$ cat config.mk
export PLATFORM = sky130hd
export DESIGN_NAME = bus_sampler
export DESIGN_NICKNAME = d
export VERILOG_FILES = /design/src/hw/eeprom_pkg.sv /design/src/hw/bus_sampler.sv
export SDC_FILE = /design/constraint.sdc
export NUM_CORES = 1
export LEC_CHECK = 0
export BUFFER_PORTS_ARGS = -buffer_cell sky130_fd_sc_hd__buf_2
export CORE_AREA = 4 4 41 43
export DETAILED_ROUTE_END_ITERATION = 6
export DIE_AREA = 0 0 45 47
export HOLD_SLACK_MARGIN = 0.05
export PLACE_DENSITY_LB_ADDON = 0.2
export SLEW_MARGIN = 15
export SYNTH_ARGS = -nofsm -noshare
export SYNTH_HDL_FRONTEND = slang
export SYNTH_SLANG_ARGS = --single-unit
export TNS_END_PERCENT = 20
$ cat constraint.sdc
create_clock -name scl -period 0.9 [get_ports scl]
set_input_delay 0.045 -clock scl [delete_from_list [all_inputs] [get_ports scl]]
set_output_delay 0.045 -clock scl [all_outputs]
set_load 0.1 [all_outputs]
$ cat src/hw/eeprom_pkg.sv
`default_nettype none

package eeprom_pkg;

    typedef logic [7:0] byte_t;
    typedef logic [2:0] block_t;
    typedef logic [3:0] bit_cnt_t;

    // block number sits above the address byte
    typedef logic [$bits(block_t)+$bits(byte_t)-1:0] mem_addr_t;

    // top nibble of every control byte this device answers to
    localparam logic [3:0] DEVICE_CODE = 4'b1010;

    typedef enum logic [1:0]
    {
        SHIFT_IDLE,
        SHIFT_RX,
        SHIFT_TX
    } shift_mode_t;

    // single-cycle pulses, except data which is the synchronized level
    typedef struct packed
    {
        logic start;
        logic stop;
        logic clk_rise;
        logic clk_fall;
        logic data;
    } bus_event_t;

    typedef struct packed
    {
        logic      wr_en;
        logic      rd_en;
        mem_addr_t addr;
        byte_t     wdata;
    } mem_req_t;

endpackage

`default_nettype wire

$ cat src/hw/bus_sampler.sv
`default_nettype none

module bus_sampler #(
    parameter int SYNC_STAGES = 2
) (
    input  wire                    scl,
    input  wire                    rst_n,
    input  wire                    bus_clk,
    input  wire                    bus_data,
    output eeprom_pkg::bus_event_t events
);

    logic [SYNC_STAGES-1:0] clk_sync;
    logic [SYNC_STAGES-1:0] data_sync;
    logic                   clk_s;
    logic                   data_s;
    logic                   clk_q;
    logic                   data_q;
    logic                   clk_high;

    assign clk_s    = clk_sync[SYNC_STAGES-1];
    assign data_s   = data_sync[SYNC_STAGES-1];
    // clock stable high over both samples
    assign clk_high = clk_s && clk_q;

    // both lines idle high
    always_ff @(posedge scl or negedge rst_n)
    begin
        if (!rst_n)
        begin
            clk_sync  <= '1;
            data_sync <= '1;
        end
        else
        begin
            clk_sync  <= {clk_sync[SYNC_STAGES-2:0], bus_clk};
            data_sync <= {data_sync[SYNC_STAGES-2:0], bus_data};
        end
    end

    always_ff @(posedge scl or negedge rst_n)
    begin
        if (!rst_n)
        begin
            clk_q  <= 1'b1;
            data_q <= 1'b1;
            events <= '{start: 1'b0, stop: 1'b0, clk_rise: 1'b0, clk_fall: 1'b0, data: 1'b1};
        end
        else
        begin
            clk_q           <= clk_s;
            data_q          <= data_s;
            events.clk_rise <= clk_s && !clk_q;
            events.clk_fall <= !clk_s && clk_q;
            // data moving while the clock is high marks start or stop
            events.start    <= clk_high && data_q && !data_s;
            events.stop     <= clk_high && !data_q && data_s;
            events.data     <= data_s;
        end
    end

endmodule

`default_nettype wire

=== Word level (Yosys, flattened, before mapping) ===
Index checks and enable logic that the tools add are counted.

* Bits in registers: 10
* Bits in latches: 0
* RAM bits: 0
* ROM bits: 0
* Input bits: 4
* Output and inout port bits: 5
* Word-level logic and storage cells: 19
* Memories kept: 0

* Add/sub/neg operators: 0
* $mul: 0
* Div/mod/pow operators: 0
* Magnitude comparators: 0
* Eq/ne operators: 0
* Shifts and indexed selects: 0
* Muxes and demuxes: 0
* Bitwise logic cells: 0
* Reductions and logical operators: 11

{| class="wikitable"
|+ Operators by type and width
! operator !! count
|-
| logical AND 1 bit || 7
|-
| zero test 1 bit || 4
|}

=== Logic depth before layout (Yosys ltp) ===
* Word-level depth: 3
* Depth in mapped cells: 1
* Depth with buffers taken out: 1

=== Least setup slack after synthesis ===
No wires, ideal clock.

* Kind: register to output
* From: register events[1] (netlist bit)
* To: output events[1] (netlist bit)
* Arrival time: 883 ps
* Required time: 855 ps
* Path slack: -28 ps
* Stages on the path, launching flop included: 1
* Path buffers: 0
* Cell sequence: dfrtp_1

{| class="wikitable"
|+ RTL lines
! item !! line !! RTL
|-
| start: declaration || bus_sampler.sv:10 || <nowiki>output eeprom_pkg::bus_event_t events</nowiki>
|-
| start signal: assignment || bus_sampler.sv:47 || <nowiki>events <= '{start: 1'b0, stop: 1'b0, clk_rise: 1'b0, clk_fall: 1'b0, data: 1'b1};</nowiki>
|}

No word-level cell between the ends.

==> impl_results.md <==
- DR iter-0 viols: 1
- Layout cells sized above 1: 0.633
- Max Slew Vio Count: 0
- Port buffer count: 8
- Clk pin slew, worst setup/hold paths: 0.06 ns
- Clock sinks: 10
- Core area: 1300 um2
- CP bufs+invs: 1
- Logic gate share of total power: 0.150
- Chip width: 45 um
- Placed cell areas: 425 um2
- Critical Path Slowest Stage Cell: dfstp_2
- Seq cells post-synth: 10
- Status: complete, but fails checks
- Layout Nets: 35
- Fin worst setup slack: -0.112 ns
- H-Tree Depth: 1
- Area delta synth->final: 64.3%
- CTS max path bufs: 2
- Fin Clk Skew: 0.00612 ns
- Final Power: 0.000934 W
- Minimum clock period: 1.01 ns
- Peak supply drop: 0.595 mV
- Share of the synthesized area in the top cell type: 0.529
- Synth Net Count: 19
- Post-Synth Adder-Cell Area: 0
- Initial Util: 0.229
- Warnings, synthesis: 0
- Largest family of logic cells by synthesized area: simple AND/OR/NAND/NOR gates
- Root Buffer: clkbuf_4
- Mapped cell area: 298 um2
- Post-Synth Simple-Gate Area: 0.109
- Power share of the sequential group: 0.532
- Net Sw Frac: 0.243
- Commonest cells after routing, fill and taps aside: dfstp_2 (6), buf_12 (5)
- Worst-path maximum fanout: 2
- Post-synthesis mux area share: 0
- Path category of the worst min-delay check: in2async
- Number of remaining DRC errors: 0
- Footprint of the multi-input gates: 32.5 um2
- Ant diodes: 0
- XOR/XNOR Fraction of Synth Area: 0
- Critical path arrival: 0.97 ns
- Setup violators final: 2
- Initial antenna violation count: 0
- Cell variety after synth: 5
- Final ANT Viol Nets: 0
- Seq/Total Area, Yosys: 0.866
- Failing checks: negative setup slack
- CTS Buf Count: 3
- Worst slew pin tran: 0.209 ns
- Worst EP required: 0.85 ns
- Fin area: 489 um2
- Fmax: 988 MHz
- Setup CP Type: reg2out
- Largest net degree at the start of global routing: 11
- Fillers: 136
- P per Cell Area: 1910 nW/um2
- Compound-Gate Fraction of Synth Area: 0
- Worst skew pair latency: 0.25 ns
- Final Non-Filler Cells: 45
- DR vias: 168
- Global-route wire length before repair: 655 um
- Commonest non-fill, non-tap cell in the layout: dfstp_2
- Max_cap viols: 0
- Grt total ovfl: 0
- Post-Syn Area per Cell: 19.9 um2
- Drt via density: 3.73
- Synth Instances: 15
- WHS: 0.171 ns
- Die Ht: 47 um
- Max transition margin: 0.861
- Dominant cells by area after synthesis: dfstp_2 (53%), dfrtp_1 (34%), and4b_1 (6.7%)
- Net switching power: 0.000227 W
- Io pins: 9
- Num rows: 13
- WL final: 386 um
- Routability cong.: 0.590
- Leak Pwr: 0.219 nW
- DR pass1 iterations: 3
- Critical-path cell list: buf_12
- Power Internal: 0.000707 W
- Cells after DPL: 37
- Slowest cell delay on critical path: 0.55 ns
- Total GRT Usage: 0.0456
- CP endpoint kind: primary output
- Vias in the first global route: 179
- Cell taking the most area after synthesis: dfstp_2
- RSZ-0062 raised after global routing: yes
- CTS tree: built
- FF/Latch Area: 259 um2
- Endpoints failing hold: 0
- Die Area: 2120 um2
- Final Cycle Share: 1.12
- Post-CTS sizing: 0
- Crit path launch type: register
- Top delay family on crit path: flip-flops
- Clk pwr share: 0.318
- Setup TNS: -0.158 ns
- Wirelength per Cell: 8.58 um
==> cells by family (layout without fill, tap and decap cells) <==
group                  count (synthesis)  in the layout
DFF                                   10             10
and+or+nand+nor                        4              4
buffers and inverters                  1             16
==> registers in the layout, indices dropped and copies added (netlist names) <==
name	count
clk_q	1
events	4
clk_sync	2
data_q	1
data_sync	2
==> area by class of cell <==
class | instances | area share
Clock buffer | 4 | 0.0537
Multi-Input combinational cell | 4 | 0.0665
Sequential cell | 10 | 0.529
Tap cell | 15 | 0.0384
Timing Repair Buffer | 12 | 0.312
==> final timing paths <==
kind / cells past startpoint / end / startpoint / slack [ns]
worst max-delay path: 1 / events[0] / data_q / -0.11
worst min-delay path: 2 / events[1] / rst_n / 0.17
worst max register to register: 2 / events[3] / data_q / -0.05
worst min register to register: 0 / data_sync[1] / data_sync[0] / 0.35
max in group asynchronous: 2 / data_q / rst_n / 0.48
min in group scl: 0 / data_sync[1] / data_sync[0] / 0.35
==> power groups by stage <==
| stage | sequential [W] | combinational, W | clock (W) |
|---|---|---|---|
| 3_5_place_dp | 0.000505 | 0.000129 | 0 |
| 5_1_grt | 0.000500 | 0.000147 | 0.000339 |
| 6_report | 0.000497 | 0.000141 | 0.000297 |
| 4_1_cts | 0.000497 | 0.000142 | 0.000314 |
| 2_1_floorplan | 0.000548 | 0.0000264 | 0 |
| 3_3_place_gp | 0.000504 | 0.000128 | 0 |
==> repair_timing <==
action / in CTS / in global routing
buffers inserted: 1 / 0
setup endpoints to repair: 1 / 4
cloned: 0 / 0
endpoints found under the hold margin: 12 / 0
hold buffers: 3 / 0
==> synthesized netlist by cell type (all sizes together) <==
master,instances
nor2b,2
and4b,2
dfstp,6
dfrtp,4
buf,1
==> routing by layer <==
metal,vias up,part of all wire,wire length (um),global-route usage
li1,79,-,-,-
met1,81,0.33,129,0.0402
met2,8,0.55,211,0.0791
met3,0,0.12,46,0.0230
met4,0,0,0,0.0351
met5,-,0,0,0
==> worst register-to-register path, stage by stage, from the launching register on <==
cell and delay [ns]:
dfstp_2 0.55, buf_4 0.11, and4b_1 0.18
==> metrics by stage <==
stage	utilization	setup slack, ns
CTS	0.376	-0.124
floorplan	-	-0.0283
global route	0.376	-0.140
global placement	0.327	0.0604
detailed placement	0.327	0.0401
finish	0.376	-0.112
Note: power is estimated with default switching activity, not from simulation.
