File: src/hw/eeprom_pkg.sv
`default_nettype none

package eeprom_pkg;

    typedef logic [7:0] byte_t;
    typedef logic [2:0] block_t;
    typedef logic [3:0] bit_cnt_t;

    // block number sits above the address byte
    typedef logic [$bits(block_t)+$bits(byte_t)-1:0] mem_addr_t;

    // top nibble of every control byte this device answers to
    localparam logic [3:0] DEVICE_CODE = 4'b1010;

    typedef enum logic [1:0]
    {
        SHIFT_IDLE,
        SHIFT_RX,
        SHIFT_TX
    } shift_mode_t;

    // single-cycle pulses, except data which is the synchronized level
    typedef struct packed
    {
        logic start;
        logic stop;
        logic clk_rise;
        logic clk_fall;
        logic data;
    } bus_event_t;

    typedef struct packed
    {
        logic      wr_en;
        logic      rd_en;
        mem_addr_t addr;
        byte_t     wdata;
    } mem_req_t;

endpackage

`default_nettype wire

File: src/hw/eeprom_ctrl.sv
`default_nettype none

module eeprom_ctrl (
    input  wire                           scl,
    input  wire                           rst_n,
    input  wire eeprom_pkg::bus_event_t   events,
    input  wire eeprom_pkg::byte_t        rx_byte,
    input  wire                           tx_bit,
    input  wire                           byte_done,
    input  wire eeprom_pkg::byte_t        rdata,
    output eeprom_pkg::shift_mode_t       shift_mode,
    output logic                          load,
    output eeprom_pkg::byte_t             tx_byte,
    output eeprom_pkg::mem_req_t          mem_req,
    output logic                          data_pull_low
);

    typedef enum logic [2:0]
    {
        ST_IDLE,
        ST_CTRL,
        ST_ADDR,
        ST_DATA,
        ST_ACK,
        ST_READ_TX,
        ST_WAIT_STOP
    } state_t;

    state_t               state;
    state_t               ack_next;
    logic                 ack_drive;
    logic                 addr_valid;
    eeprom_pkg::block_t   block;
    eeprom_pkg::byte_t    addr_lo;
    logic                 code_ok;
    logic                 ack_end;

    assign code_ok = (rx_byte[7:4] == eeprom_pkg::DEVICE_CODE);
    // the falling edge that closes our acknowledge window
    assign ack_end = (state == ST_ACK) && ack_drive && events.clk_fall;

    assign load          = ack_end && (ack_next == ST_READ_TX);
    assign tx_byte       = rdata;
    assign data_pull_low = ack_drive || ((state == ST_READ_TX) && !tx_bit);

    always_comb
    begin
        case (state)
            ST_CTRL, ST_ADDR, ST_DATA, ST_ACK:
                shift_mode = eeprom_pkg::SHIFT_RX;
            ST_READ_TX:
                shift_mode = eeprom_pkg::SHIFT_TX;
            default:
                shift_mode = eeprom_pkg::SHIFT_IDLE;
        endcase
    end

    always_ff @(posedge scl or negedge rst_n)
    begin
        if (!rst_n)
        begin
            state      <= ST_IDLE;
            ack_next   <= ST_IDLE;
            ack_drive  <= 1'b0;
            addr_valid <= 1'b0;
            block      <= '0;
            addr_lo    <= '0;
            mem_req    <= '0;
        end
        else
        begin
            mem_req.wr_en <= 1'b0;
            mem_req.rd_en <= 1'b0;
            if (events.stop)
            begin
                state      <= ST_IDLE;
                ack_drive  <= 1'b0;
                addr_valid <= 1'b0;
            end
            else if (events.start)
            begin
                // repeated start keeps the address for a random read
                state     <= ST_CTRL;
                ack_drive <= 1'b0;
            end
            else
            begin
                case (state)
                    ST_CTRL:
                    begin
                        if (byte_done)
                        begin
                            if (code_ok && !rx_byte[0])
                            begin
                                block    <= rx_byte[3:1];
                                ack_next <= ST_ADDR;
                                state    <= ST_ACK;
                            end
                            else if (code_ok && addr_valid)
                            begin
                                mem_req.rd_en <= 1'b1;
                                mem_req.addr  <= {rx_byte[3:1], addr_lo};
                                ack_next      <= ST_READ_TX;
                                state         <= ST_ACK;
                            end
                            else
                            begin
                                // not ours, stay off the bus
                                addr_valid <= 1'b0;
                                state      <= ST_IDLE;
                            end
                        end
                    end
                    ST_ADDR:
                    begin
                        if (byte_done)
                        begin
                            addr_lo    <= rx_byte;
                            addr_valid <= 1'b1;
                            ack_next   <= ST_DATA;
                            state      <= ST_ACK;
                        end
                    end
                    ST_DATA:
                    begin
                        if (byte_done)
                        begin
                            mem_req.wr_en <= 1'b1;
                            mem_req.addr  <= {block, addr_lo};
                            mem_req.wdata <= rx_byte;
                            ack_next      <= ST_WAIT_STOP;
                            state         <= ST_ACK;
                        end
                    end
                    ST_ACK:
                    begin
                        // first fall pulls low, second fall releases
                        if (events.clk_fall)
                        begin
                            ack_drive <= !ack_drive;
                            if (ack_drive)
                            begin
                                state <= ack_next;
                            end
                        end
                    end
                    ST_READ_TX:
                    begin
                        // single byte only, host nack then stop
                        if (byte_done)
                        begin
                            state <= ST_WAIT_STOP;
                        end
                    end
                    default:
                    begin
                    end
                endcase
            end
        end
    end

    a_idle_quiet: assert property (@(posedge scl) disable iff (!rst_n)
        (state == ST_IDLE) |-> !data_pull_low);

endmodule

`default_nettype wire

File: config.mk
export PLATFORM = sky130hd
export DESIGN_NAME = eeprom_ctrl
export DESIGN_NICKNAME = d
export VERILOG_FILES = /design/src/hw/eeprom_pkg.sv /design/src/hw/eeprom_ctrl.sv
export SDC_FILE = /design/constraint.sdc
export NUM_CORES = 1
export LEC_CHECK = 0
export BUFFER_PORTS_ARGS = -buffer_cell sky130_fd_sc_hd__buf_2
export CAP_MARGIN = 20
export CORE_MARGIN = 2
export CORE_UTILIZATION = 46
export CTS_BUF_LIST = sky130_fd_sc_hd__clkbuf_8 sky130_fd_sc_hd__clkbuf_16
export DETAILED_ROUTE_END_ITERATION = 6
export PLACE_DENSITY = 0.72
export SLEW_MARGIN = 20
export SYNTH_ARGS = -nofsm -noshare
export SYNTH_HDL_FRONTEND = slang
export SYNTH_SLANG_ARGS = --single-unit
export TNS_END_PERCENT = 50
File: constraint.sdc
create_clock -name scl -period 1.66 [get_ports scl]
set_input_delay 0.083 -clock scl [delete_from_list [all_inputs] [get_ports scl]]
set_output_delay 0.083 -clock scl [all_outputs]
set_load 0.05 [all_outputs]
Word-level counts from Yosys, hierarchy flattened

Cells that the tools add are included.

Flip-flop bits (word level): 40
Input bits: 25
Output and inout port bits: 33

Equality and inequality tests: 23
Mux-type cells: 38
Bitwise operators: 2
Reduce and logical (&&, ||, !) cells: 26

Operators with widths:

| kind                                                                     | count |
|---|---|
| 21-bit two-way mux                                                       | 2 |
| 3-bit two-way mux                                                        | 13 |
| 12-bit two-way mux                                                       | 3 |
| 11-bit case mux with 2 select lines                                      | 1 |
| 19-bit two-way mux                                                       | 1 |
| 4-bit inequality test (second input constant)                            | 4 |
| 3-bit inequality test (second input constant)                            | 5 |
| 7-bit AND reduction                                                      | 2 |
| 1-bit two-way mux                                                        | 13 |
| 2-bit inequality test (second input constant)                            | 6 |
| 3-bit case mux with 4 select lines                                       | 1 |
| 6-bit AND reduction                                                      | 2 |
| 3-bit nonzero test                                                       | 4 |
| 3-bit == test (second input constant)                                    | 3 |
| 3-bit case mux with 3 select lines                                       | 1 |
| 8-bit two-way mux                                                        | 1 |
| 4-bit AND reduction                                                      | 2 |
| 3-bit by 2-bit == test with 1-bit output (second input constant)         | 2 |
| 1-bit logical AND                                                        | 6 |
| 6-bit nonzero test                                                       | 1 |
| 5-bit AND reduction                                                      | 1 |
| 4-bit == test (second input constant)                                    | 1 |
| 4-bit by 1-bit inequality test with 1-bit output (second input constant) | 1 |
| 2-bit case mux with 2 select lines                                       | 1 |
| 9 further kinds                                                          | 12 |

Depth between registers and ports, before layout

Word-level depth: 8
Depth in mapped cells: 7
Depth with buffers taken out: 6

Least setup slack after synthesis

Ideal clock, no wire load.

Kind: reg2reg
Start: register state[2]
End: register state[0]
Data arrival time: 1.649 ns
Slack: -0.114 ns
Stages on the path, launching flop included: 7
Path buffers: 1
Period minus slack after synthesis: 1.774 ns
Cell sequence: dfrtp_1 -> buf_6 -> inv_1 -> ha_1 -> or3_1 -> a31oi_2 -> mux2_2

Longest elaborated chain between the ends: 5
Elaborated cells on any way between the ends: 16
Classes of those cells: 10 x eq/ne; 3 x mux; 3 x reduce/logical

Ends and longest elaborated chain:

| what                                     | RTL line           | source |
|---|---|---|
| start: declaration                       | eeprom_ctrl.sv:29  | `state_t state;` |
| start signal: assignment                 | eeprom_ctrl.sv:143 | `state <= ack_next;` |
| 3-bit by 2-bit == test with 1-bit output | eeprom_ctrl.sv:88  | `case (state)` |
| 2-bit OR reduction (no line)             | -                  |  |
| 3-bit case mux with 4 select lines       | eeprom_ctrl.sv:88  |  |
| 3-bit two-way mux                        | eeprom_ctrl.sv:80  | `else if (events.start)` |
| 3-bit two-way mux                        | eeprom_ctrl.sv:74  | `if (events.stop)` |

Parallel ways exist; a longest one is shown, timed or not.
A chain may end at the register's enable or synchronous reset.

Worst setup path after layout

Same ends and word-level chain as after synthesis.

==> metrics.csv <==
metric;value;unit
cp-start-kind;flip-flop;
postRouteAntennaNets;0;
layout-area-overhead-vs-synth;28.7;%
dp_hpwl;3190;µm
leakagePower;1.32;nW
htree_levels;2;
grt_max_degree;41;
clk_pin_slew;0.08;ns
timing.final.crit_period;1.73;ns
multi_input_area;900;µm²
dieArea;4770;µm²
antenna_found_initial;0;
synthesis.instances;154;
setup_ws;-0.0678;ns
worst_pin_slew;0.495;ns
slowest_delay;0.39;ns
core_area;4030;µm²
worst_path_max_delay_cell;dfrtp_1;
crit_path_end_kind;flip-flop;
die_x;69.1;µm
r2r_cells;6;
fin_cells;262;
maxCapViolations;0;
die_height;69.1;µm
portBuffers;39;
drv_slew;0;
fin_setup_tns;-0.601;ns
rows;23;
io_pins;58;
p_per_area;763;nW/µm²
status;complete, but fails checks;
yosysWarnings;0;
cts-root-buf;clkbuf_8;
finClkSkew;0.00528;ns
synth_cell_types;39;
min_path_cells;2;
clockBufferDepth;2;
internal-power;0.00148;W
synth_seq_cells;40;
violations;negative setup slack;
layout.nets;237;
seq_power_share;51.6;%
cts.sinks;40;
rrSetupSlack;-0.07;ns
grt_pass1_vias;1524;
worstPathCellList;buf_4 -> inv_4 -> ha_4 -> or3_4 -> a31oi_4 -> mux2_4;
crit_family;flip-flops;
diodes;0;
gp_congestion;0.862;
clock_latency;0.29;ns
hold_violations;0;
combinationalPowerShare;7.2;%
final-seq-area;1000;µm²
required;1.84;ns
cts_tree;done;
setup_viol;18;
finalHoldWorstSlack;0.0553;ns
p_sw_share;22.4;%
syn_area;1950;µm²
detail_route.vias_per_cell;5.32;
dp.cells;251;
vias;1395;
initial_core_util;48.3;%
syn-num-nets;180;
relSlewSlack;67.0;%
dr.pass1.iters;4;
fmax;579;MHz
fin_util;62.2;%
hp-class;in -> reg;
routed_wl;4220;µm
cp.buffers_inverters;2;
rsz0062_at_grt;yes;
path_class;reg -> reg;
grt_first_pass_wirelength;7490;µm
fillers;338;
cp_max_fo;3;
avgSynthCellArea;12.6;µm²
grt_remaining_overflow;0;
drc;0;
cp_num_cells;6;
dp_slack;-0.125;ns
synth-seq-area-share;51.4;%
wl_per_cell;16.1;µm
p_sw;0.000428;W
track_usage;19.6;%
period_share;104;%
cts_made_buffers;5;
arrival;1.91;ns
clkPwrFrac;41.1;%
drtIter0Drc;52;
ir_drop;0.440;mV
drive_above_1_share;57.5;%
[sequential cells by signal, indices dropped and copies added, names as in the netlist]
register	flops
mem_req	21
addr_valid	1
ack_drive	1
ack_next	3
state	3
block	3
addr_lo	8
[area by class of cell]
type,count,share of cell area [%]
multi-input combinational,95,35.9
clock buffer,5,2.75
tap,50,2.50
inverter,6,0.999
timing repair buffer,63,16.1
sequential,40,40.0
clock inverter,3,1.70
[per-stage QoR]
stage / area (µm²) / power, W
after CTS: 2480 / 0.00192
after global routing: 2500 / 0.00200
after floorplan: 1980 / 0.00112
after global placement: 2300 / 0.00113
final: 2500 / 0.00191
after detailed placement: 2300 / 0.00114
[synthesized netlist by cell type]
library cell | number | area, µm²
nor2b_1 | 2 | 12.5
ha_1 | 1 | 12.5
nand4b_1 | 1 | 8.76
buf_6 | 2 | 22.5
or3_1 | 1 | 6.26
mux2_4 | 10 | 150
buf_2 | 2 | 10.0
and2_2 | 1 | 7.51
buf_4 | 9 | 67.6
nor3b_1 | 2 | 15.0
o21ai_2 | 1 | 8.76
inv_1 | 6 | 22.5
a21oi_1 | 1 | 5.00
and4b_2 | 1 | 11.3
nand2_2 | 1 | 6.26
nand3_1 | 4 | 20.0
a21oi_2 | 1 | 8.76
a21o_1 | 2 | 15.0
and4bb_2 | 1 | 12.5
o21ai_0 | 7 | 35.0
o21bai_1 | 2 | 15.0
nand3b_2 | 1 | 11.3
a221o_1 | 1 | 10.0
dfrtp_1 | 40 | 1000
nand2_1 | 11 | 41.3
a211oi_1 | 1 | 7.51
a31oi_2 | 1 | 12.5
mux2_2 | 24 | 270
a31oi_1 | 1 | 6.26
nor4_1 | 1 | 6.26
xnor2_1 | 1 | 8.76
nand3b_1 | 1 | 7.51
or2_2 | 1 | 6.26
nor4b_4 | 1 | 23.8
o211ai_1 | 1 | 7.51
mux2i_1 | 1 | 10.0
nor2_1 | 7 | 26.3
xor2_1 | 1 | 8.76
o41ai_1 | 1 | 8.76
[kinds of logic (layout without fill, tap and decap cells)]
family,after synthesis,count (layout),share of synthesized area [%]
flip-flops,40,40,51.4
AND/OR/NAND/NOR,37,37,11.4
multiplexers,35,35,22.1
AO/OA/AOI/OAI,20,20,7.20
buffers and inverters,19,77,6.30
XOR/XNOR,2,2,0.900
adder cells (fa/ha/maj),1,1,0.643
[layout by cell type (no fill, tap or decap), types with 2 or more instances in the layout]
master    count
o21bai_1      2
clkbuf_8      5
mux2_4       13
dfrtp_1      39
a21o_1        2
buf_4        20
nor2_1        5
buf_2        36
o21ai_0       7
mux2_2       21
nand3_1       4
nand2_1      11
buf_6         5
inv_1         5
[power by group through the flow]
stage | Clock, W | Combinational (W) | Sequential (W)
finish | 0.000786 | 0.000138 | 0.000987
global placement | 0 | 0.000127 | 0.00101
floorplan | 0 | 0.000111 | 0.00100
global route | 0.000858 | 0.000153 | 0.000988
CTS | 0.000800 | 0.000138 | 0.000987
detailed placement | 0 | 0.000131 | 0.00101
[routing by layer]
layer	routed length, µm	share of wire [%]	track usage, %	vias to the layer above
met5	0	0	0	-
met4	48	1.1	5.23	0
met3	235	5.6	4.82	5
met2	2120	50	34.2	39
met1	1810	43	24.3	700
li1	-	-	-	651
[path summary, 6_finish.rpt]
kind                                   startpoint                      end
setup / recovery             state[2]$_DFFE_PN0P_     state[0]$_DFFE_PN0P_
hold / removal                          events[3]   addr_valid$_DFFE_PN0P_
min in group asynchronous                   rst_n  mem_req[11]$_DFFE_PN0P_
setup reg to reg             state[2]$_DFFE_PN0P_     state[0]$_DFFE_PN0P_
hold reg to reg            addr_lo[0]$_DFFE_PN0P_   addr_lo[0]$_DFFE_PN0P_
max in group asynchronous                   rst_n     state[1]$_DFFE_PN0P_
[what timing repair did]
item | CTS | global route
buffers inserted | 1 | 1
setup endpoints to repair | 37 | 37
hold buffers | 1 | 0
resized for setup | 14 | 4
pin swaps | 4 | 2
hold endpoints to repair | 40 | 0
No activity file was read; power rests on OpenSTA's default activity.
