[src/hw/eeprom_pkg.sv]
`default_nettype none

package eeprom_pkg;

    typedef logic [7:0] byte_t;
    typedef logic [2:0] block_t;
    typedef logic [3:0] bit_cnt_t;

    // block number sits above the address byte
    typedef logic [$bits(block_t)+$bits(byte_t)-1:0] mem_addr_t;

    // top nibble of every control byte this device answers to
    localparam logic [3:0] DEVICE_CODE = 4'b1010;

    typedef enum logic [1:0]
    {
        SHIFT_IDLE,
        SHIFT_RX,
        SHIFT_TX
    } shift_mode_t;

    // single-cycle pulses, except data which is the synchronized level
    typedef struct packed
    {
        logic start;
        logic stop;
        logic clk_rise;
        logic clk_fall;
        logic data;
    } bus_event_t;

    typedef struct packed
    {
        logic      wr_en;
        logic      rd_en;
        mem_addr_t addr;
        byte_t     wdata;
    } mem_req_t;

endpackage

`default_nettype wire

[src/hw/byte_shifter.sv]
`default_nettype none

module byte_shifter (
    input  wire                     scl,
    input  wire                     rst_n,
    input  wire eeprom_pkg::bus_event_t  events,
    input  wire eeprom_pkg::shift_mode_t shift_mode,
    input  wire                     load,
    input  wire eeprom_pkg::byte_t  tx_byte,
    output eeprom_pkg::byte_t       rx_byte,
    output logic                    tx_bit,
    output logic                    byte_done
);

    eeprom_pkg::bit_cnt_t bit_cnt;
    eeprom_pkg::bit_cnt_t done_cnt;
    eeprom_pkg::byte_t    tx_reg;
    logic                 ack_slot;

    // receiving, the ninth rise is the acknowledge we drive ourselves
    assign ack_slot = (shift_mode == eeprom_pkg::SHIFT_RX) && (bit_cnt == 4'd8);
    // transmitting, the ninth rise carries the host acknowledge
    assign done_cnt = (shift_mode == eeprom_pkg::SHIFT_TX) ? 4'd8 : 4'd7;
    assign tx_bit   = tx_reg[7];

    always_ff @(posedge scl or negedge rst_n)
    begin
        if (!rst_n)
        begin
            bit_cnt   <= '0;
            rx_byte   <= '0;
            tx_reg    <= '1;
            byte_done <= 1'b0;
        end
        else
        begin
            byte_done <= 1'b0;
            if (events.start || shift_mode == eeprom_pkg::SHIFT_IDLE)
            begin
                bit_cnt <= '0;
                tx_reg  <= '1;
            end
            else if (load)
            begin
                bit_cnt <= '0;
                tx_reg  <= tx_byte;
            end
            else
            begin
                if (events.clk_rise)
                begin
                    if (ack_slot)
                    begin
                        bit_cnt <= '0;
                    end
                    else
                    begin
                        rx_byte   <= {rx_byte[6:0], events.data};
                        byte_done <= (bit_cnt == done_cnt);
                        bit_cnt   <= (bit_cnt == 4'd8) ? 4'd0 : bit_cnt + 4'd1;
                    end
                end
                // msb first, ones behind it release the line for the ack
                if (events.clk_fall && shift_mode == eeprom_pkg::SHIFT_TX)
                begin
                    tx_reg <= {tx_reg[6:0], 1'b1};
                end
            end
        end
    end

    a_done_single: assert property (@(posedge scl) disable iff (!rst_n)
        byte_done |=> !byte_done);

endmodule

`default_nettype wire

[config.mk]
export PLATFORM = sky130hd
export DESIGN_NAME = byte_shifter
export DESIGN_NICKNAME = d
export VERILOG_FILES = /design/src/hw/eeprom_pkg.sv /design/src/hw/byte_shifter.sv
export SDC_FILE = /design/constraint.sdc
export NUM_CORES = 1
export LEC_CHECK = 0
export ABC_CLOCK_PERIOD_IN_PS = 1700
export BUFFER_PORTS_ARGS = -buffer_cell sky130_fd_sc_hd__buf_2
export CORE_MARGIN = 5
export CORE_UTILIZATION = 51
export DETAILED_ROUTE_END_ITERATION = 8
export GPL_TIMING_DRIVEN = 0
export MAX_ROUTING_LAYER = met4
export PLACE_DENSITY = 0.77
export SYNTH_ARGS = -nofsm -noshare
export SYNTH_HDL_FRONTEND = slang
export SYNTH_SLANG_ARGS = --single-unit
[constraint.sdc]
create_clock -name scl -period 1.7 [get_ports scl]
set_clock_uncertainty 0.05 [all_clocks]
set_input_delay 0.17 -clock scl [delete_from_list [all_inputs] [get_ports scl]]
set_output_delay 0.17 -clock scl [all_outputs]
set_load 0.02 [all_outputs]
---- After elaboration in Yosys (flattened, before gate mapping) ----
Index checks and enable logic that the tools add are counted.
word-level totals
  flip-flop bits (word level) ............. 21
  word-level logic and storage cells ...... 32
operators by class
  add/subtract/negate cells ............... 1
  equality and inequality tests ........... 4
  multiplexer cells ....................... 13
  bitwise gates (word level) .............. 3
  reductions and logical operators ........ 7
operators with widths
  operator             count
  $mux 4               6
  $mux 8               3
  $reduce_bool 3->1    2
  $add 4x1->4 const B  1
  $eq 4x4->1           1
  $eq 4x4->1 const B   1
  $mux 1               4
  $reduce_and 4->1     1
  $not 1->1            3
  $eq 2x1->1 const B   1
  $eq 2x2->1 const B   1
  $logic_and 1x1->1    2
  $logic_not 2->1      1
  $logic_or 1x1->1     1

---- Depth between registers and ports, before layout ----
Gate-level depths: netlist of the first run.
  word-level depth ........................ 7
  depth in mapped cells ................... 6
  gate-level depth less buffers ........... 5

---- Least setup slack after synthesis of the first run ----
OpenSTA, ideal clock, no wires.
  kind .................................... flip-flop to flip-flop
  from .................................... register bit_cnt[0]
  to ...................................... register rx_byte[0]
  arrival ................................. 1.390 ns
  data required time ...................... 1.525 ns
  setup slack ............................. 0.135 ns
  stages on the path, launching flop included .. 7
  path buffers ............................ 1
  period minus slack after synthesis ...... 1.565 ns
  cell sequence ........................... dfrtp_1 inv_1 ha_1 nand4bb_1 o2111a_1 buf_6 mux2_4
on the way
  cells in the longest elaborated chain, start to end .. 4
ends and longest elaborated chain
  what                        line                text
  start, declared             byte_shifter.sv:15  eeprom_pkg::bit_cnt_t bit_cnt;
  start signal, assigned      byte_shifter.sv:60  bit_cnt <= (bit_cnt == 4'd8) ? 4'd0 : bit_cnt + 4'd1;
  $eq 4x4->1                  byte_shifter.sv:21  assign ack_slot = (shift_mode == eeprom_pkg::SHIFT_RX) && (bit_cnt == 4'd8);
  $logic_and 1x1->1           byte_shifter.sv:21
  $not 1->1 (no line)         n/a
  $reduce_and 4->1 (no line)  n/a
  end signal, assigned        byte_shifter.sv:58  rx_byte <= {rx_byte[6:0], events.data};
  end, declared               byte_shifter.sv:10  output eeprom_pkg::byte_t rx_byte,
No other way between the ends.
A chain may end at the register's enable or synchronous reset.

---- Worst setup path after layout of the first run ----
  from .................................... register bit_cnt[0]
  to ...................................... register rx_byte[7]
The elaborated chain is that of the path after synthesis.

==> run summary, run 1 <==
- completed — run status
- 1260 um^2 — area post-placement
- dfrtp_1 — slowest stage cell, crit path
- 28 — count of pins on the block boundary
- 13.5 um — final routed wire length divided by cell count
- 19.9% — signed area change from the synthesized netlist to the final layout
- 0.11 ns — Clk pin slew, worst setup/hold paths
- 3 — length of the first detailed-routing pass in iterations
- 14.1% — overall track demand over capacity in global routing
- 0 — total of endpoints with negative setup slack in the final report
- 2 — total buffers and inverters traversed by the critical path
- 0.630 GHz — upper clock frequency limit
- 0 — Ys Warns
- flip-flop — sort of element at the start of the critical path
- 0 — initial antenna violation count
- 21 — # clock sinks
- false — RSZ-0062 raised after global routing
- 0.734 — final RePlAce weighted congestion
- 0 — max-slew violation count
- 54.7% — effective utilization at floorplan
- 56.6 um — width of the die
- inv_1 -> ha_1 -> nand4bb_1 -> o2111a_1 -> buf_6 -> mux2_4 — critical path, cell by cell
- 0 — drt drc
- 6 — Critical Path Stages
- 1500 um — post-DP HPWL
- flip-flops — CP top delay family
- 147 — number of non-filler instances in the completed layout
- bit_cnt[0] — reg2reg start
- 1.59 ns — Final Critical Period
- 93.4% — ratio of final minimum period to clock period
- 940 nW/um^2 — power density over the cells
- 141 — net total in the final layout
- flip-flop to flip-flop — Setup CP Type
- 0 — n_diodes
- 0.37 ns — slowest cell delay on critical path
- 0 — number of max-capacitance violations reported
- 25 — count of input and output buffers
- 107 — post-synth net total
- 56.6 um — vertical die dimension
- 53.3% — share of layout cells above drive strength 1
- 1.84 ns — required time of the critical path
- 3200 um^2 — Die ar.
- 2020 um^2 — area inside the core boundary
- 16 — floorplan row count
- rx_byte[7] — Critical Path Sink
- built — CTS tree
- 22 — pin count of the biggest net entering global routing
- 1990 um — aggregate routed wire length
- 2 — Max clock buf depth
- 87 — Gate Count Post-Synth
- 6 — logic depth of the worst register-to-register path
- 139 — number of instances in the placed design
- 0.786 mV — worst supply voltage drop on vdd
- 0 — number of endpoints with negative hold slack in the final report
- 0.29 ns — clock latency on the worst-skew pair
- 1.73 ns — Critical Path AT
- 748 — routed via count
- 21 — #FFs+latches synth
- input pin to flip-flop — class of the tightest hold or removal check
- 806 — number of global-route vias before repair
- 5.09 — Vias/cell
- 20 — number of DRC markers in iteration 0
- bit_cnt[0] — critical path startpoint
- 0.614 nW — static leakage
- 0.11 ns — flop2flop setup slack
- 1110 um^2 — Post-Synthesis Cell Area
- 0 — final antenna-violating net count
- 0.0544 ns — Min Hold Slack
- 65.4% — Slew Limit Headroom
- 0 ns — setup TNS
- 1330 um^2 — Final Cell Area
- 48.4% — sequential fraction of the synthesis area
- 3520 um — first-pass GRT wire length
- flip-flop — Critical Path Sink Type
- 0 — final global-route overflow total
- rx_byte[7] — R2R Path End
- 0.513 ns — Slew @ Worst Pin
- 3 — cts bufs inserted
- 12.7 um^2 — synthesized area per cell
- 1 — H-Tree Level Count
- 9 — maximum fanout along the worst path
- 29 — number of different library cells in the post-synthesis netlist
- 0.00125 W — total chip power
- clkbuf_4 — buffer cell driving the clock tree root
-- per-layer routing --
layer  wire (um)  track usage, %  vias to the layer above
met3         108            3.21                        2
met5           0               -                        -
met4          10            4.07                        0
met1         871            15.9                      356
met2        1000            24.6                       15
li1            -               -                      375
-- logic make-up after synthesis --
kind of cell | Yosys count | synth area share [%]
compound gates | 12 | 7.47
flops | 21 | 48.4
fa+ha+maj | 2 | 2.26
simple gates | 23 | 12.6
buf+inv | 5 | 3.17
mux | 24 | 26.1
-- cells in the mapped netlist --
cell	n	share of area (%)
dfrtp_1	13	29
nand2_1	11	3.7
mux2i_1	9	8.1
dfstp_2	8	19
mux2_4	8	11
mux2_2	7	7.1
a21oi_1	3	1.4
o21ai_0	3	1.4
buf_6	2	2.0
ha_1	2	2.3
inv_1	2	0.68
nand2b_1	2	1.1
a21boi_0	1	0.68
and2_2	1	0.68
and4b_1	1	0.91
buf_2	1	0.45
nand3b_1	1	0.68
nand4b_1	1	0.79
nand4bb_1	1	1.0
nor2_1	1	0.34
nor2_4	1	1.0
nor2b_1	1	0.57
o2111a_1	1	1.0
o211ai_1	1	0.68
o21a_1	1	0.68
o21ai_2	1	0.79
o21ba_2	1	0.91
or3b_2	1	0.79
or4b_1	1	0.91
-- area by class of cell --
| type | instances | area, um^2 |
|---|---|---|
| clock buffers | 3 | 22.5 |
| repair buffers | 29 | 158 |
| inverters | 2 | 7.51 |
| plain buffers | 3 | 27.5 |
| fillers | 159 | 696 |
| flip-flops and latches | 21 | 537 |
| clock inverters | 1 | 5.00 |
| multi-input cells | 61 | 536 |
| well taps | 27 | 33.8 |
-- layout by cell type (no fill, tap or decap), types with 3 or more instances in the layout --
| master | instances |
|---|---|
| buf_2 | 26 |
| buf_4 | 3 |
| nand2_1 | 11 |
| mux2i_1 | 9 |
| dfrtp_1 | 12 |
| mux2_2 | 7 |
| clkbuf_4 | 3 |
| dfstp_2 | 8 |
| mux2_4 | 8 |
| o21ai_0 | 3 |
| a21oi_1 | 3 |
-- power breakdown --
part           internal [W]  switching (W)  leakage [nW]  total (W)
Clock             0.0000874       0.000140        0.0177   0.000228
Sequential         0.000589      0.0000568         0.254   0.000646
Combinational      0.000187       0.000186         0.342   0.000373
-- metrics by stage --
| stage | worst slack (ns) | util, % |
|---|---|---|
| 6_report | 0.112 | 65.6 |
| 5_1_grt | 0.0101 | 65.6 |
| 4_1_cts | 0.00820 | 64.8 |
| 3_5_place_dp | -0.000754 | 62.6 |
| 3_3_place_gp | 0.0361 | 62.6 |
| 2_1_floorplan | 0.135 | - |
-- what timing repair did --
item,CTS,global route
endpoints found under the setup margin,8,8
buffers inserted,1,2
hold endpoints to repair,13,0
hold buffers,1,0
resized for setup,0,1
-- worst min path at each step --
stage	start	end	slack, ns	cells past startpoint
final	events[0]	rx_byte[0]	0.05	2
after global routing	events[0]	rx_byte[0]	0.03	2
after CTS	events[0]	rx_byte[0]	0.04	2
after detailed placement	rst_n	byte_done	0.09	1
after global placement	rst_n	byte_done	0.09	1
after floorplan	rst_n	bit_cnt[0]	-0.18	0
No activity file was read; power rests on OpenSTA's default activity.
==> run 2, diff against run 1 <==
--- a/config.mk
+++ b/config.mk
@@ -5,7 +5,7 @@
 export SDC_FILE = /design/constraint.sdc
 export NUM_CORES = 1
 export LEC_CHECK = 0
-export ABC_CLOCK_PERIOD_IN_PS = 1700
+export ABC_CLOCK_PERIOD_IN_PS = 1800
 export BUFFER_PORTS_ARGS = -buffer_cell sky130_fd_sc_hd__buf_2
 export CORE_MARGIN = 5
 export CORE_UTILIZATION = 51
@@ -13,6 +13,8 @@
 export GPL_TIMING_DRIVEN = 0
 export MAX_ROUTING_LAYER = met4
 export PLACE_DENSITY = 0.77
+export RECOVER_POWER = 25
+export SLEW_MARGIN = 25
 export SYNTH_ARGS = -nofsm -noshare
 export SYNTH_HDL_FRONTEND = slang
 export SYNTH_SLANG_ARGS = --single-unit
==> constraint.sdc (replaced) <==
create_clock -name scl -period 1.8 [get_ports scl]
set_clock_uncertainty 0.05 [all_clocks]
set_input_delay 0.18 -clock scl [delete_from_list [all_inputs] [get_ports scl]]
set_output_delay 0.18 -clock scl [all_outputs]
set_load 0.02 [all_outputs]
==> run 2 against run 1 <==
Global-route usage down 0.20 points; register-to-register slack about the same; utilization decreased by 1.2 points; setup slack better by 0.010 ns; critical path type unchanged; worst hold slack gained 0.010 ns; sequential power shrank 5.4%; via count rose by 0.67%; combinational power down 6.4%; total power is 5.8% lower; maximum frequency down 5.4%; critical path depth unchanged.
==> run summary, run 2 (synthesized netlist as in run 1, its figures left out) <==
- 0.596 GHz — upper clock frequency limit
- 1500 um — post-DP HPWL
- dfrtp_1 — slowest stage cell, crit path
- 0 — initial antenna violation count
- 0 — final antenna-violating net count
- 1.06 ns — Slew @ Worst Pin
- built — CTS tree
- 1.68 ns — Final Critical Period
- 0 — number of endpoints with negative hold slack in the final report
- 0 — max-slew violation count
- 1.94 ns — required time of the critical path
- clkbuf_4 — buffer cell driving the clock tree root
- 1940 um — aggregate routed wire length
- 0.734 — final RePlAce weighted congestion
- buf_2 — leading cell type in the layout, fill and taps excluded
- 0 ns — setup TNS
- 0.595 nW — static leakage
- 5.23 — Vias/cell
- 3 — cts bufs inserted
- 6 — logic depth of the worst register-to-register path
- flip-flop — Critical Path Sink Type
- 2 — Max clock buf depth
- 56.6 um — width of the die
- 3470 um — first-pass GRT wire length
- 64.4% — final core utilization
- 138 — net total in the final layout
- 0.12 ns — flop2flop setup slack
- 0 — total of endpoints with negative setup slack in the final report
- 0.122 ns — min setup slack post-route
- 0.0644 ns — Min Hold Slack
- input pin to flip-flop — class of the tightest hold or removal check
- 801 — number of global-route vias before repair
- 0.11 ns — Clk pin slew, worst setup/hold paths
- 13.5 um — final routed wire length divided by cell count
- 51.3% — share of layout cells above drive strength 1
- 4 — length of the first detailed-routing pass in iterations
- 0.742 mV — worst supply voltage drop on vdd
- 1.82 ns — Critical Path AT
- 13.9% — overall track demand over capacity in global routing
- completed — run status
- 20 — number of DRC markers in iteration 0
- inv_1 -> ha_1 -> nand4bb_1 -> o2111a_1 -> buf_6 -> mux2_4 — critical path, cell by cell
- bit_cnt[1] — critical path startpoint
- 9 — maximum fanout along the worst path
- 3200 um^2 — Die ar.
- 902 nW/um^2 — power density over the cells
- 0 — final global-route overflow total
- events[0] — start point of the worst min-delay path
- rx_byte[7] — R2R Path End
- buf_2, dfrtp_1, nand2_1 — commonest cells after routing, fill and taps aside
- bit_cnt[1] — reg2reg start
- 17.8% — signed area change from the synthesized netlist to the final layout
- 28 — count of pins on the block boundary
- 2020 um^2 — area inside the core boundary
- rx_byte[7] — Critical Path Sink
- 25 — count of input and output buffers
- 0 — number of max-capacitance violations reported
- 16 — floorplan row count
- 21 — # clock sinks
- 56.6 um — vertical die dimension
- flip-flop to flip-flop — Setup CP Type
- 0 — n_diodes
- false — RSZ-0062 raised after global routing
- 0.47 ns — slowest cell delay on critical path
- flip-flop — sort of element at the start of the critical path
- 1 — H-Tree Level Count
- 0 — drt drc
- 22 — pin count of the biggest net entering global routing
- 0.0992 ns — pre-CTS setup slack
- 54.7% — effective utilization at floorplan
- 29.6% — Slew Limit Headroom
- 753 — routed via count
- 0.29 ns — clock latency on the worst-skew pair
- 93.2% — ratio of final minimum period to clock period
[run 2: how the worst min path moves through the flow]
stage                             to  slack, ns  depth (start not counted)
after floorplan           bit_cnt[0]      -0.17                          0
after global placement     byte_done        0.1                          1
after detailed placement   byte_done        0.1                          1
after CTS                 rx_byte[0]       0.05                          2
after global routing      rx_byte[0]       0.04                          2
final                     rx_byte[0]       0.06                          2
[run 2: final cells by class]
cell class,count,area (um^2)
Buffer,3,27.5
Clock buffer,3,22.5
Clock inverter,1,5.00
Fill cell,160,719
Inverter,2,7.51
Multi-Input combinational cell,61,536
Sequential cell,21,537
Tap cell,27,33.8
Timing Repair Buffer,26,134
[run 2: worst max-delay path, delay by kind of cell, from the launching register on]
| kind | cells | cell delay, ns |
|---|---|---|
| compound gates | 1 | 0.21 |
| fa+ha+maj | 1 | 0.20 |
| buf+inv | 2 | 0.23 |
| flops | 1 | 0.47 |
| mux | 1 | 0.31 |
| simple gates | 1 | 0.10 |
[run 2: where the power goes]
| group | internal (W) | total (W) | switching (W) |
|---|---|---|---|
| registers | 0.000556 | 0.000611 | 0.0000548 |
| clock network | 0.0000825 | 0.000215 | 0.000133 |
| logic | 0.000175 | 0.000349 | 0.000174 |
[run 2: stage by stage]
stage / area [um^2] / power [W] / std cells
finish: 1300 / 0.00117 / 144
global placement: 1260 / 0.000961 / 139
floorplan: 1110 / 0.000847 / 87
CTS: 1300 / 0.00119 / 144
detailed placement: 1260 / 0.000973 / 139
global route: 1300 / 0.00126 / 144
[run 2: timing repair]
| item | CTS | global route |
|---|---|---|
| endpoints found under the setup margin | 0 | 8 |
| setup buffers | 0 | 0 |
| endpoints found under the hold margin | 13 | 0 |
| hold buffers | 1 | 0 |
| gates resized for setup | 0 | 1 |
[run 2: layer usage]
layer  wire length [um]  part of all wire, %  track usage, %
met3                126                  6.5            3.21
met5                  0                    0               -
met1                822                   42            15.1
met4                 10                 0.51            4.07
met2                983                   51            24.9
==> run 3, diff against run 2 <==
==> constraint.sdc (replaced) <==
create_clock -name scl -period 1.8 [get_ports scl]
set_clock_uncertainty 0.05 [all_clocks]
set_input_delay 0 -clock scl [delete_from_list [all_inputs] [get_ports scl]]
set_output_delay 0 -clock scl [all_outputs]
set_load 0.02 [all_outputs]
==> run 3 against run 2 <==
Sequential power hardly changed; non-clock buffer count up 5; maximum frequency unchanged; critical path depth stayed put; count of clock-buffer cells in the layout is the same; largest cell class unchanged; die area stayed put; largest power group unchanged; total power is 0.67% higher.
==> run summary, run 3 (synthesized netlist as in run 1, its figures left out) <==
- buf_2 — leading cell type in the layout, fill and taps excluded
- 22 — pin count of the biggest net entering global routing
- 1.06 ns — Slew @ Worst Pin
- 2020 um^2 — area inside the core boundary
- 157 — # fillers
- 0.47 ns — slowest cell delay on critical path
- 18 — number of DRC markers in iteration 0
- flip-flop — sort of element at the start of the critical path
- 21 — # clock sinks
- 3 — cts bufs inserted
- 0 — n_diodes
- 54.7% — effective utilization at floorplan
- 771 — routed via count
- built — CTS tree
- 0.11 ns — Clk pin slew, worst setup/hold paths
- 9 — maximum fanout along the worst path
- 0 ns — setup TNS
- 808 — number of global-route vias before repair
- 93.2% — ratio of final minimum period to clock period
- 1.94 ns — required time of the critical path
- 56.6 um — width of the die
- 0.29 ns — clock latency on the worst-skew pair
- 0 — initial antenna violation count
- 0 — setup bufs post-CTS
- flip-flop — Critical Path Sink Type
- 1 — H-Tree Level Count
- completed — run status
- 0 — number of max-capacitance violations reported
- 1.68 ns — Final Critical Period
- 13.2 um — final routed wire length divided by cell count
- 143 — net total in the final layout
- 1260 um^2 — area post-placement
- 25 — count of input and output buffers
- 0 — number of endpoints with negative hold slack in the final report
- flip-flop to flip-flop — Setup CP Type
- 2 — Max clock buf depth
- 0.596 GHz — upper clock frequency limit
- 3200 um^2 — Die ar.
- 537 um^2 — register area
- false — RSZ-0062 raised after global routing
- 5.17 — Vias/cell
- 1960 um — aggregate routed wire length
- 0 — drt drc
- 0.743 mV — worst supply voltage drop on vdd
- 1350 um^2 — Final Cell Area
- inv_1 -> ha_1 -> nand4bb_1 -> o2111a_1 -> buf_6 -> mux2_4 — critical path, cell by cell
- 536 um^2 — total area of multi-input combinational cells
- 29.6% — Slew Limit Headroom
- 1500 um — post-DP HPWL
- 49.2% — share of layout cells above drive strength 1
- buf_2, dfrtp_1, nand2_1 — commonest cells after routing, fill and taps aside
- 4 — length of the first detailed-routing pass in iterations
- 0 — final global-route overflow total
- 14.0% — overall track demand over capacity in global routing
- 0 — max-slew violation count
- 0.614 nW — static leakage
- 0 — final antenna-violating net count
- input pin to flip-flop — class of the tightest hold or removal check
- dfrtp_1 — slowest stage cell, crit path
- 0.734 — final RePlAce weighted congestion
- 0 — total of endpoints with negative setup slack in the final report
- 3510 um — first-pass GRT wire length
- clkbuf_4 — buffer cell driving the clock tree root
- 28 — count of pins on the block boundary
- 1.82 ns — Critical Path AT
- 56.6 um — vertical die dimension
- 16 — floorplan row count
- 22.3% — signed area change from the synthesized netlist to the final layout
- 874 nW/um^2 — power density over the cells
[run 3: cell types whose count changed in the layout (fill, tap and decap cells not counted)]
cell / before / now
dlygate4sd3_1: 1 / 6
[run 3: through the flow]
stage,total power (W),instances,hold slack [ns],setup WS [ns],util (%)
2_1_floorplan,0.000847,87,-0.346,0.235,-
3_3_place_gp,0.000961,139,-0.0822,0.136,62.6
3_5_place_dp,0.000973,139,-0.0831,0.0992,62.6
4_1_cts,0.00120,149,0.00370,0.0789,66.9
5_1_grt,0.00126,149,0.00288,0.0230,66.9
6_report,0.00118,149,0.00637,0.122,66.9
[run 3: layer usage]
metal	track usage, %	part of all wire (%)
met1	15.5	43
met2	24.9	50
met4	4.07	0.51
met3	3.21	6.4
met5	-	0
[run 3: power breakdown]
group / total, W / switching (W) / internal [W]
clock network: 0.000215 / 0.000133 / 0.0000825
logic: 0.000357 / 0.000175 / 0.000182
registers: 0.000611 / 0.0000547 / 0.000556
[run 3: path summary, 6_finish.rpt]
| kind | start | endpoint | slack (ns) | cells after the start |
|---|---|---|---|---|
| setup / recovery | bit_cnt[1] | rx_byte[7] | 0.12 | 6 |
| hold / removal | tx_byte[3] | tx_reg[3] | 0.006 | 4 |
| setup reg to reg | bit_cnt[1] | rx_byte[7] | 0.12 | 6 |
| hold reg to reg | rx_byte[0] | rx_byte[1] | 0.49 | 1 |
| max in group asynchronous | rst_n | bit_cnt[0] | 0.65 | 2 |
| min in group asynchronous | rst_n | rx_byte[2] | 0.35 | 2 |
[run 3: critical path: cells and delay by family, from the launching register on]
family,cells,cell delay (ns)
simple gates,1,0.10
mux,1,0.31
flops,1,0.47
buf+inv,2,0.23
compound gates,1,0.21
fa+ha+maj,1,0.20
[run 3: area by class of cell]
| type | instances | area share (%) |
|---|---|---|
| buffer | 3 | 2.04 |
| multi-input combinational | 61 | 39.6 |
| timing repair buffer | 31 | 13.6 |
| tap | 27 | 2.50 |
| inverter | 2 | 0.555 |
| sequential | 21 | 39.7 |
| clock inverter | 1 | 0.370 |
| clock buffer | 3 | 1.67 |
[run 3: timing repair]
| item | CTS | global route |
|---|---|---|
| gates resized for setup | 0 | 1 |
| setup endpoints to repair | 0 | 8 |
| hold buffers | 6 | 0 |
| hold endpoints to repair | 25 | 0 |
